**src/design/frogger_pkg.sv**
```systemverilog
package frogger_pkg;

    // pixel colour as {red, green, blue}, two bits each
    typedef logic [5:0] color_t;

    // one raster position together with its sync levels
    typedef struct packed {
        logic [9:0] col;
        logic [9:0] row;
        logic       active;  // inside the visible window
        logic       hsync;   // active low
        logic       vsync;   // active low
    } scan_t;

    // direction buttons in the same bit order as the board pins
    typedef struct packed {
        logic right;
        logic up;
        logic down;
        logic left;
    } dpad_t;

    // top-left corner of the frog sprite in pixels
    typedef struct packed {
        logic [9:0] x;
        logic [9:0] y;
    } pos_t;

    localparam color_t FROG_COLOR  = 6'b001100;  // green
    localparam color_t GRID_COLOR  = 6'b101010;  // grey
    localparam color_t GOAL_COLOR  = 6'b000011;  // blue band along the top rows
    localparam color_t BG_COLOR    = 6'b010101;  // dark grey
    localparam color_t BLANK_COLOR = 6'b000000;  // DAC must see black while blanking

endpackage

```
**src/design/dpad_input.sv**
```systemverilog
`timescale 1ns/1ps

module dpad_input (
    input  logic                clk,
    input  logic                arst_n,
    input  frogger_pkg::dpad_t  buttons,
    input  logic                frame_end,
    output frogger_pkg::dpad_t  press
);

    frogger_pkg::dpad_t sync_meta;   // first synchroniser stage
    frogger_pkg::dpad_t sync_q;      // buttons in the clock domain
    frogger_pkg::dpad_t prev_q;      // last cycle's level for edge detection
    frogger_pkg::dpad_t rise;
    frogger_pkg::dpad_t first_rise;  // one-hot pick among simultaneous edges
    frogger_pkg::dpad_t pending;     // press waiting for the next frame boundary

    assign rise = sync_q & ~prev_q;

    // same-cycle edges resolve as up, down, left, right
    always_comb begin
        first_rise = '0;
        if (rise.up) begin
            first_rise.up = 1'b1;
        end else if (rise.down) begin
            first_rise.down = 1'b1;
        end else if (rise.left) begin
            first_rise.left = 1'b1;
        end else if (rise.right) begin
            first_rise.right = 1'b1;
        end
    end

    always_ff @(posedge clk or negedge arst_n) begin
        if (!arst_n) begin
            sync_meta <= '0;
            sync_q    <= '0;
            prev_q    <= '0;
            pending   <= '0;
        end else begin
            sync_meta <= buttons;
            sync_q    <= sync_meta;
            prev_q    <= sync_q;
            // later edges are ignored until the pending press has been handed over
            if (frame_end || (pending == '0)) begin
                pending <= first_rise;
            end
        end
    end

    // only a rising edge is latched, so a held button gives a single press
    assign press = frame_end ? pending : '0;

endmodule

```
**src/design/frog_game_top.sv**
```systemverilog
`timescale 1ns/1ps

module frog_game_top #(
    parameter int H_ACTIVE  = 640,
    parameter int H_FRONT   = 16,
    parameter int H_SYNC    = 96,
    parameter int H_BACK    = 48,
    parameter int V_ACTIVE  = 480,
    parameter int V_FRONT   = 10,
    parameter int V_SYNC    = 2,
    parameter int V_BACK    = 33,
    parameter int FROG_SIZE = 32,
    parameter int GRID_SIZE = 64
) (
    input  logic                clk,
    input  logic                arst_n,
    input  frogger_pkg::dpad_t  buttons,
    output logic                hsync,
    output logic                vsync,
    output frogger_pkg::color_t color,
    output frogger_pkg::dpad_t  jump,         // move pulses for a sound block
    output logic                reached_end,
    output logic [7:0]          crossings
);

    frogger_pkg::scan_t scan;
    logic               frame_end;
    frogger_pkg::dpad_t press;
    frogger_pkg::pos_t  pos;

    vga_timing #(
        .H_ACTIVE (H_ACTIVE),
        .H_FRONT  (H_FRONT),
        .H_SYNC   (H_SYNC),
        .H_BACK   (H_BACK),
        .V_ACTIVE (V_ACTIVE),
        .V_FRONT  (V_FRONT),
        .V_SYNC   (V_SYNC),
        .V_BACK   (V_BACK)
    ) timing0 (
        .clk       (clk),
        .arst_n    (arst_n),
        .scan      (scan),
        .frame_end (frame_end)
    );

    dpad_input dpad0 (
        .clk       (clk),
        .arst_n    (arst_n),
        .buttons   (buttons),
        .frame_end (frame_end),
        .press     (press)
    );

    frog_motion #(
        .H_ACTIVE  (H_ACTIVE),
        .V_ACTIVE  (V_ACTIVE),
        .FROG_SIZE (FROG_SIZE)
    ) motion0 (
        .clk         (clk),
        .arst_n      (arst_n),
        .press       (press),
        .pos         (pos),
        .jump        (jump),
        .reached_end (reached_end),
        .crossings   (crossings)
    );

    pixel_compose #(
        .FROG_SIZE (FROG_SIZE),
        .GRID_SIZE (GRID_SIZE)
    ) compose0 (
        .clk    (clk),
        .arst_n (arst_n),
        .scan   (scan),
        .pos    (pos),
        .color  (color),
        .hsync  (hsync),
        .vsync  (vsync)
    );

endmodule

```
**src/design/frog_motion.sv**
```systemverilog
`timescale 1ns/1ps

module frog_motion #(
    parameter int H_ACTIVE  = 640,
    parameter int V_ACTIVE  = 480,
    parameter int FROG_SIZE = 32
) (
    input  logic               clk,
    input  logic               arst_n,
    input  frogger_pkg::dpad_t press,
    output frogger_pkg::pos_t  pos,
    output frogger_pkg::dpad_t jump,
    output logic               reached_end,
    output logic [7:0]         crossings
);

    localparam logic [9:0] INIT_X = 10'(H_ACTIVE / 2);
    localparam logic [9:0] INIT_Y = 10'(V_ACTIVE - FROG_SIZE);
    localparam logic [9:0] X_MAX  = 10'(H_ACTIVE - FROG_SIZE);
    localparam logic [9:0] STEP   = 10'(FROG_SIZE);

    frogger_pkg::pos_t pos_next;
    logic              at_goal;   // an up move lands on row 0
    logic [10:0]       x_right;   // one extra bit so the clamp sees an overflow
    logic [10:0]       y_down;

    assign x_right = {1'b0, pos.x} + {1'b0, STEP};
    assign y_down  = {1'b0, pos.y} + {1'b0, STEP};

    // y never drops below one step away from the top, so this means the result is 0
    assign at_goal = press.up && (pos.y <= STEP);

    always_comb begin
        pos_next = pos;
        if (at_goal) begin
            pos_next.x = INIT_X;  // crossing done, start again at the bottom
            pos_next.y = INIT_Y;
        end else if (press.up) begin
            pos_next.y = pos.y - STEP;
        end else if (press.down) begin
            pos_next.y = (y_down > {1'b0, INIT_Y}) ? INIT_Y : y_down[9:0];
        end else if (press.left) begin
            pos_next.x = (pos.x < STEP) ? '0 : pos.x - STEP;
        end else if (press.right) begin
            pos_next.x = (x_right > {1'b0, X_MAX}) ? X_MAX : x_right[9:0];
        end
    end

    // press only ever arrives with frame_end, so pos holds still for the whole frame
    always_ff @(posedge clk or negedge arst_n) begin
        if (!arst_n) begin
            pos         <= '{x: INIT_X, y: INIT_Y};
            jump        <= '0;
            reached_end <= 1'b0;
            crossings   <= '0;
        end else begin
            pos         <= pos_next;
            jump        <= press;  // pulses even when a clamp leaves pos unchanged
            reached_end <= at_goal;
            if (at_goal) begin
                crossings <= crossings + 8'd1;  // wraps after 255
            end
        end
    end

endmodule

```
**src/design/pixel_compose.sv**
```systemverilog
`timescale 1ns/1ps

module pixel_compose #(
    parameter int FROG_SIZE = 32,
    parameter int GRID_SIZE = 64
) (
    input  logic                clk,
    input  logic                arst_n,
    input  frogger_pkg::scan_t  scan,
    input  frogger_pkg::pos_t   pos,
    output frogger_pkg::color_t color,
    output logic                hsync,
    output logic                vsync
);

    localparam logic [10:0] SPRITE = 11'(FROG_SIZE);
    localparam logic [9:0]  GRID   = 10'(GRID_SIZE);

    logic                in_frog_x;
    logic                in_frog_y;
    logic                on_grid;
    logic                in_goal;
    frogger_pkg::color_t color_next;

    // sprite bounds use 11 bits so a frog at the right edge does not wrap
    assign in_frog_x = (scan.col >= pos.x) &&
                       ({1'b0, scan.col} < ({1'b0, pos.x} + SPRITE));
    assign in_frog_y = (scan.row >= pos.y) &&
                       ({1'b0, scan.row} < ({1'b0, pos.y} + SPRITE));

    assign on_grid = ((scan.col % GRID) == 10'd0) || ((scan.row % GRID) == 10'd0);
    assign in_goal = (scan.row < 10'(FROG_SIZE));

    always_comb begin
        if (!scan.active) begin
            color_next = frogger_pkg::BLANK_COLOR;
        end else if (in_frog_x && in_frog_y) begin
            color_next = frogger_pkg::FROG_COLOR;
        end else if (on_grid) begin
            color_next = frogger_pkg::GRID_COLOR;
        end else if (in_goal) begin
            color_next = frogger_pkg::GOAL_COLOR;
        end else begin
            color_next = frogger_pkg::BG_COLOR;
        end
    end

    // syncs go through the same register stage as the colour to stay aligned
    always_ff @(posedge clk or negedge arst_n) begin
        if (!arst_n) begin
            color <= frogger_pkg::BLANK_COLOR;
            hsync <= 1'b1;
            vsync <= 1'b1;
        end else begin
            color <= color_next;
            hsync <= scan.hsync;
            vsync <= scan.vsync;
        end
    end

endmodule

```
**src/design/vga_timing.sv**
```systemverilog
`timescale 1ns/1ps

module vga_timing #(
    parameter int H_ACTIVE = 640,
    parameter int H_FRONT  = 16,
    parameter int H_SYNC   = 96,
    parameter int H_BACK   = 48,
    parameter int V_ACTIVE = 480,
    parameter int V_FRONT  = 10,
    parameter int V_SYNC   = 2,
    parameter int V_BACK   = 33
) (
    input  logic               clk,
    input  logic               arst_n,
    output frogger_pkg::scan_t scan,
    output logic               frame_end
);

    localparam int H_TOTAL      = H_ACTIVE + H_FRONT + H_SYNC + H_BACK;
    localparam int V_TOTAL      = V_ACTIVE + V_FRONT + V_SYNC + V_BACK;
    localparam int H_SYNC_START = H_ACTIVE + H_FRONT;
    localparam int V_SYNC_START = V_ACTIVE + V_FRONT;

    logic [9:0]         col_cnt;
    logic [9:0]         row_cnt;
    logic               line_end;   // last column of the current line
    logic               last_row;   // last row of the frame
    logic               in_hsync;
    logic               in_vsync;
    frogger_pkg::scan_t scan_next;

    assign line_end = (col_cnt == 10'(H_TOTAL - 1));
    assign last_row = (row_cnt == 10'(V_TOTAL - 1));

    assign in_hsync = (col_cnt >= 10'(H_SYNC_START)) &&
                      (col_cnt < 10'(H_SYNC_START + H_SYNC));
    assign in_vsync = (row_cnt >= 10'(V_SYNC_START)) &&
                      (row_cnt < 10'(V_SYNC_START + V_SYNC));

    // free-running raster counters, row advances at the end of each line
    always_ff @(posedge clk or negedge arst_n) begin
        if (!arst_n) begin
            col_cnt <= '0;
            row_cnt <= '0;
        end else if (line_end) begin
            col_cnt <= '0;
            row_cnt <= last_row ? '0 : row_cnt + 10'd1;
        end else begin
            col_cnt <= col_cnt + 10'd1;
        end
    end

    always_comb begin
        scan_next.col    = col_cnt;
        scan_next.row    = row_cnt;
        scan_next.active = (col_cnt < 10'(H_ACTIVE)) && (row_cnt < 10'(V_ACTIVE));
        scan_next.hsync  = !in_hsync;
        scan_next.vsync  = !in_vsync;
    end

    // frame_end is high in the same cycle that scan carries the final pixel
    always_ff @(posedge clk or negedge arst_n) begin
        if (!arst_n) begin
            scan      <= '{col: '0, row: '0, active: 1'b0, hsync: 1'b1, vsync: 1'b1};
            frame_end <= 1'b0;
        end else begin
            scan      <= scan_next;
            frame_end <= line_end && last_row;
        end
    end

endmodule

```
**config.mk**
```make
export PLATFORM = sky130hd
export DESIGN_NAME = frog_game_top
export DESIGN_NICKNAME = d
export VERILOG_FILES = /design/src/design/frogger_pkg.sv /design/src/design/dpad_input.sv /design/src/design/frog_game_top.sv /design/src/design/frog_motion.sv /design/src/design/pixel_compose.sv /design/src/design/vga_timing.sv
export SDC_FILE = /design/constraint.sdc
export NUM_CORES = 1
export LEC_CHECK = 0
export ABC_CLOCK_PERIOD_IN_PS = 2250
export BUFFER_PORTS_ARGS = -buffer_cell sky130_fd_sc_hd__buf_2
export CAP_MARGIN = 25
export CORE_MARGIN = 4
export CORE_UTILIZATION = 50
export CTS_BUF_LIST = sky130_fd_sc_hd__clkbuf_2
export DETAILED_ROUTE_END_ITERATION = 10
export PLACE_DENSITY_LB_ADDON = 0.08
export SLEW_MARGIN = 20
export SYNTH_ARGS = -nofsm -noshare
export SYNTH_HDL_FRONTEND = slang
export SYNTH_SLANG_ARGS = --single-unit
```
**constraint.sdc**
```tcl
create_clock -name clk -period 2.25 [get_ports clk]
set_clock_uncertainty 0.1 [all_clocks]
set_input_delay 0.225 -clock clk [delete_from_list [all_inputs] [get_ports clk]]
set_output_delay 0.225 -clock clk [all_outputs]
set_load 0.005 [all_outputs]
```
---- Word level (Yosys, flattened, before mapping) ----
Cells that the tools add are included.
word-level totals
  word-level logic and storage cells ...... 107
  bits in registers ....................... 101
  bits of input ports ..................... 6
  output and inout bits ................... 21
cells by class
  order comparisons ....................... 15
  multiplexer cells ....................... 26
  equality and inequality tests ........... 4
  bitwise operators ....................... 2
  add/subtract/negate cells ............... 7
  reduce and logical (&&, ||, !) cells .... 18
operators by type and width
  cell                     count
  $mux W10                 11
  $add A10 B6 Y11 const B  2
  $lt A10 B11 Y1           2
  $add A10 B1 Y10 const B  2
  $eq A10 B10 Y1 const B   2
  $ge A10 B10 Y1           2
  $logic_not A10 Y1        2
  $lt A10 B10 Y1 const B   2
  $lt A10 B6 Y1 const B    2
  $lt A10 B9 Y1 const B    2
  $mux W20                 1
  $sub A10 B6 Y10 const B  2
  $mux W6                  3
  $gt A11 B10 Y1 const B   1
  $gt A11 B9 Y1 const B    1
  $ge A10 B10 Y1 const B   1
  $ge A10 B9 Y1 const B    1
  $le A10 B6 Y1 const B    1
  $add A8 B1 Y8 const B    1
  $logic_and A1 B1 Y1      8
  $mux W1                  8
  $reduce_bool A3 Y1       2
  $mux W5                  1
  $and A4 B4 Y4            1
  8 further kinds          11

---- Logic depth before layout (Yosys ltp) ----
  depth after elaboration ................. 8
  mapped depth ............................ 11
  depth with buffers taken out ............ 10

---- Modules after synthesis ----
From an unflattened synthesis, not the netlist that was laid out.
unflattened totals
  cell total of the unflattened synthesis .. 478
  area, all modules ....................... 5006.1 um^2
by module, submodules not included
  module         instances  cells an instance  area each (um^2)  seq. area each (um^2)
  vga_timing     1          132                1664.1            1103.6
  frog_motion    1          169                1589.0            581.8
  pixel_compose  1          141                1211.2            202.7
  dpad_input     1          36                 541.8             400.4

---- Least setup slack after synthesis ----
No wires, ideal clock.
  path kind ............................... reg2reg
  from .................................... register motion0.pos[6] (netlist name)
  to ...................................... register compose0.color[0]
  required time ........................... 2030 ps
  slack ................................... -126 ps
  arrival ................................. 2156 ps
  stages on the path, launching flop included .. 10
  period minus slack after synthesis ...... 2376 ps
  setup time .............................. 120 ps
  path buffers ............................ 0
  cell sequence ........................... dfstp_2 ha_1 xnor2_1 ha_1 a21o_1 a31oi_1 o21ai_0 a211o_1 or2_1 and3_1
between the ends
  cells in the longest elaborated chain, start to end .. 6
  elaborated cells on any way between the ends .. 7
  classes of those cells .................. add/sub: 1; order compare: 2; mux: 2; reduce/logical: 2
RTL lines
  element                     line                 source
  $add A10 B6 Y11             pixel_compose.sv:29  ({1'b0, scan.row} < ({1'b0, pos.y} + SPRITE));
  $lt A10 B11 Y1              pixel_compose.sv:29
  $logic_and A1 B1 Y1 (*)     pixel_compose.sv:28  assign in_frog_y = (scan.row >= pos.y) &&
  $logic_and A1 B1 Y1 (*)     pixel_compose.sv:37  end else if (in_frog_x && in_frog_y) begin
  $mux W6 (*)                 pixel_compose.sv:37
  $mux W6 (*)                 pixel_compose.sv:35  if (!scan.active) begin
  net compose0.color_next[0]  pixel_compose.sv:23  frogger_pkg::color_t color_next;
  to (signal assigned)        pixel_compose.sv:51  color <= frogger_pkg::BLANK_COLOR;
  to (signal assigned)        pixel_compose.sv:55  color <= color_next;
  to (decl)                   pixel_compose.sv:11  output frogger_pkg::color_t color,
The timed path passes the listed nets; every way through them passes the cells marked *.
A chain may end at the register's enable or synchronous reset.

---- Worst setup path in the final report ----
  from .................................... register motion0.pos[6] (netlist name)
  to ...................................... register compose0.color[0]
between the ends
  cells in the longest elaborated chain, start to end .. 6
  elaborated cells on any way between the ends .. 7
  classes of those cells .................. add/sub: 1; order compare: 2; mux: 2; reduce/logical: 2
RTL lines
  element                     line
  $add A10 B6 Y11             pixel_compose.sv:29
  $lt A10 B11 Y1              pixel_compose.sv:29
  $logic_and A1 B1 Y1 (*)     pixel_compose.sv:28
  $logic_and A1 B1 Y1 (*)     pixel_compose.sv:37
  $mux W6 (*)                 pixel_compose.sv:37
  $mux W6 (*)                 pixel_compose.sv:35
  net compose0.color_next[0]  pixel_compose.sv:23
Marked as above.

==> results.txt <==
Synth area leader: dfrtp_1
Clock transition at path regs: 260 ps
Drt wl/cell: 14.6 microns
Initial core utilization: 51.4%
Met1 WL: 3740 microns
Total power: 2.61 mW
Reg2reg setup slack: -170 ps
Maximum clock rate: 413 MHz
Met2 wire len: 4010 microns
Fin. Hold Viols: 0
Width of the die: 99.9 microns
Failing checks: setup timing
Worst-Skew Late Latency: 550 ps
Core ar.: 0.00822 sq mm
Max Root-Sink Buffers: 2
Initial drt markers: 84
DR top layer: met4
Pin count of the biggest net entering global routing: 53
DP Cell Count: 546
Syn Inst Count: 390
Worst vdd ir: 285 uV
CP max FO: 3
Seq/Total Area, Yosys: 54.2%
I/O Buffers: 26
Synthesized area per cell: 10.8 sq um
Max-Cap Viols: 0
Synth Net Count: 426
Worst Slack Setup Final: -174 ps
Setup TNS Final: -876 ps
Final nets: 494
Ys Warns: 0
TritonRoute pass-1 iters: 4
Static leakage: 2.36 nW
# rows: 33
Post-DR vias/cell: 5.51
Total CTS buffers: 9
Largest cells by area after synthesis: dfrtp_1 (49%), ha_1 (8.9%), dfstp_2 (5.6%), xnor2_1 (3.5%), o21ai_0 (3.0%)
Non-Filler Instances: 568
# setup viols final: 6
Startpoint Class: flip-flop
DRC errors left: 0
Yosys top cell area share: 48.6%
Worst path required time: 2610 ps
Worst-margin pin slew: 630 ps
Global route overflow: 0
Initial antenna violation count: 0
Final hold slack: 50.7 ps
Util after Layout: 60.0%
RSZ-0062 raised after global routing: yes
Outcome: finished with violations
Hold Path Class: in2async
GRT Total Usage: 18.3%
Clock Sinks: 91
Met3 WL: 369 microns
Layout overhead on the synthesized area: 16.7%
Synth async-reset ratio: 100%
Number of H-tree levels: 3
Period minus WS final: 2420 ps
PwrDens: 530 mW/mm^2
Unique masters post-synth: 56
Ant. Diodes: 0
First-pass GRT wire length: 14700 microns
CTS tree: yes
RD Place Congestion: 0.832
Vias in the first global route: 3129
Layout cells sized above 1: 21.6%
Die H: 99.9 microns
Crit path arrival time: 2790 ps
Fillers: 717
CP endpoint kind: flip-flop
Final wirelength: 8320 microns
WS Path Type: reg2reg
Synth Cell Area: 0.00422 sq mm
R2R cell count: 9
Die area: 0.00998 sq mm
Dpl cell area: 0.00474 sq mm
Max-slew violation count: 0
Yosys reg bits: 91
Worst flop-to-flop path startpoint: motion0.pos[6]$_DFFE_PN1P_
CTS root buf: clkbuf_2
Post-Place Worst Slack: -165 ps
Io pins: 27
Slew HR: 57.6%
Via Count: 3132
Predominant post-synthesis flop cell: dfrtp_1
Post-DRT Antenna Nets: 0
Post-synth EDFFs: 0
R2r endpoint: compose0.color[0]$_DFF_PN0_
Hpwl dp: 6090 microns
Crit share post-route: 108%
Final Cell Area: 0.00493 sq mm
## final cells by class
cell class	instances	area (sq um)	area share, %
Sequential cell	91	2290	46.5
Multi-Input combinational cell	265	1840	37.4
Timing Repair Buffer	65	450	9.14
Tap cell	105	131	2.67
Inverter	26	97.6	1.98
Clock inverter	7	67.6	1.37
Clock buffer	9	45.0	0.914
## cell usage after synthesis, types with 7 or more instances
cell,instances
a21oi_1,18
xnor2_1,17
nand2_1,29
o21ai_0,25
and3_1,7
nand4_1,8
ha_1,30
xor2_1,10
dfstp_2,9
nor3_1,8
nand3_1,17
inv_1,26
dfrtp_1,82
nor2_1,24
## state kept, by name (all words and copies together), names as in the netlist
name	cells
motion0.reached_end	1
compose0.vsync	1
dpad0.sync_meta	4
motion0.pos	10
timing0.col_cnt	10
dpad0.sync_q	4
timing0.row_cnt	10
motion0.crossings	8
timing0.scan	23
compose0.hsync	1
dpad0.prev_q	4
dpad0.pending	4
motion0.jump	4
compose0.color	6
timing0.frame_end	1
## worst max path at each step
stage | depth (start not counted) | from | slack, ps | endpoint
5_1_grt | 9 | motion0.pos[6]$_DFFE_PN1P_ | -260 | compose0.color[0]$_DFF_PN0_
3_3_place_gp | 9 | motion0.pos[6]$_DFFE_PN1P_ | -120 | compose0.color[0]$_DFF_PN0_
6_report | 9 | motion0.pos[6]$_DFFE_PN1P_ | -170 | compose0.color[0]$_DFF_PN0_
3_5_place_dp | 9 | motion0.pos[6]$_DFFE_PN1P_ | -160 | compose0.color[0]$_DFF_PN0_
4_1_cts | 9 | motion0.pos[6]$_DFFE_PN1P_ | -180 | compose0.color[0]$_DFF_PN0_
2_1_floorplan | 10 | motion0.pos[6]$_DFFE_PN1P_ | -70 | compose0.color[0]$_DFF_PN0_
## cell families after synthesis
kind of cell,share of synthesized area [%]
multiplexers,0.504
XOR/XNOR,5.60
flip-flops,54.2
AO/OA/AOI/OAI,12.1
buffers and inverters,3.32
adder cells (fa/ha/maj),8.89
AND/OR/NAND/NOR,15.4
## cell usage in the layout (no fill, tap or decap), types with 8 or more instances in the layout
cell,Yosys,final
a21oi_1,18,18
buf_2,1,25
buf_4,1,34
clkbuf_2,0,9
dfrtp_1,82,81
dfstp_2,9,9
ha_1,30,28
inv_1,26,25
nand2_1,29,29
nand3_1,17,16
nand4_1,8,8
nor2_1,24,24
nor3_1,8,8
o21ai_0,25,23
xnor2_1,17,16
xor2_1,10,10
## worst max-delay path: stages (launching register included)
cell	delay, ps
dfstp_2	630
ha_4	160
xnor2_2	60
ha_1	310
a21o_1	180
a31oi_1	150
o21ai_1	100
a211o_1	260
or2_1	240
and3_4	160
## where the power goes
part / internal, mW / leakage, nW / switching, mW
sequential: 1.68 / 1.16 / 0.0302
combinational: 0.0360 / 1.13 / 0.0706
clock: 0.254 / 0.0674 / 0.546
## what timing repair did
action                                  CTS  global route
resized for setup                         2             5
endpoints found under the setup margin    6            16
pin swaps                                 5             4
setup buffers                             1             0
endpoints found under the hold margin    90             0
hold buffers                              5             0
## per-layer routing
metal / vias to the layer above / GRT usage [%]
met5: - / 0
met4: 0 / 7.25
met3: 17 / 3.41
met2: 74 / 30.3
met1: 1525 / 23.9
li1: 1516 / -
No activity file was read; power rests on OpenSTA's default activity.
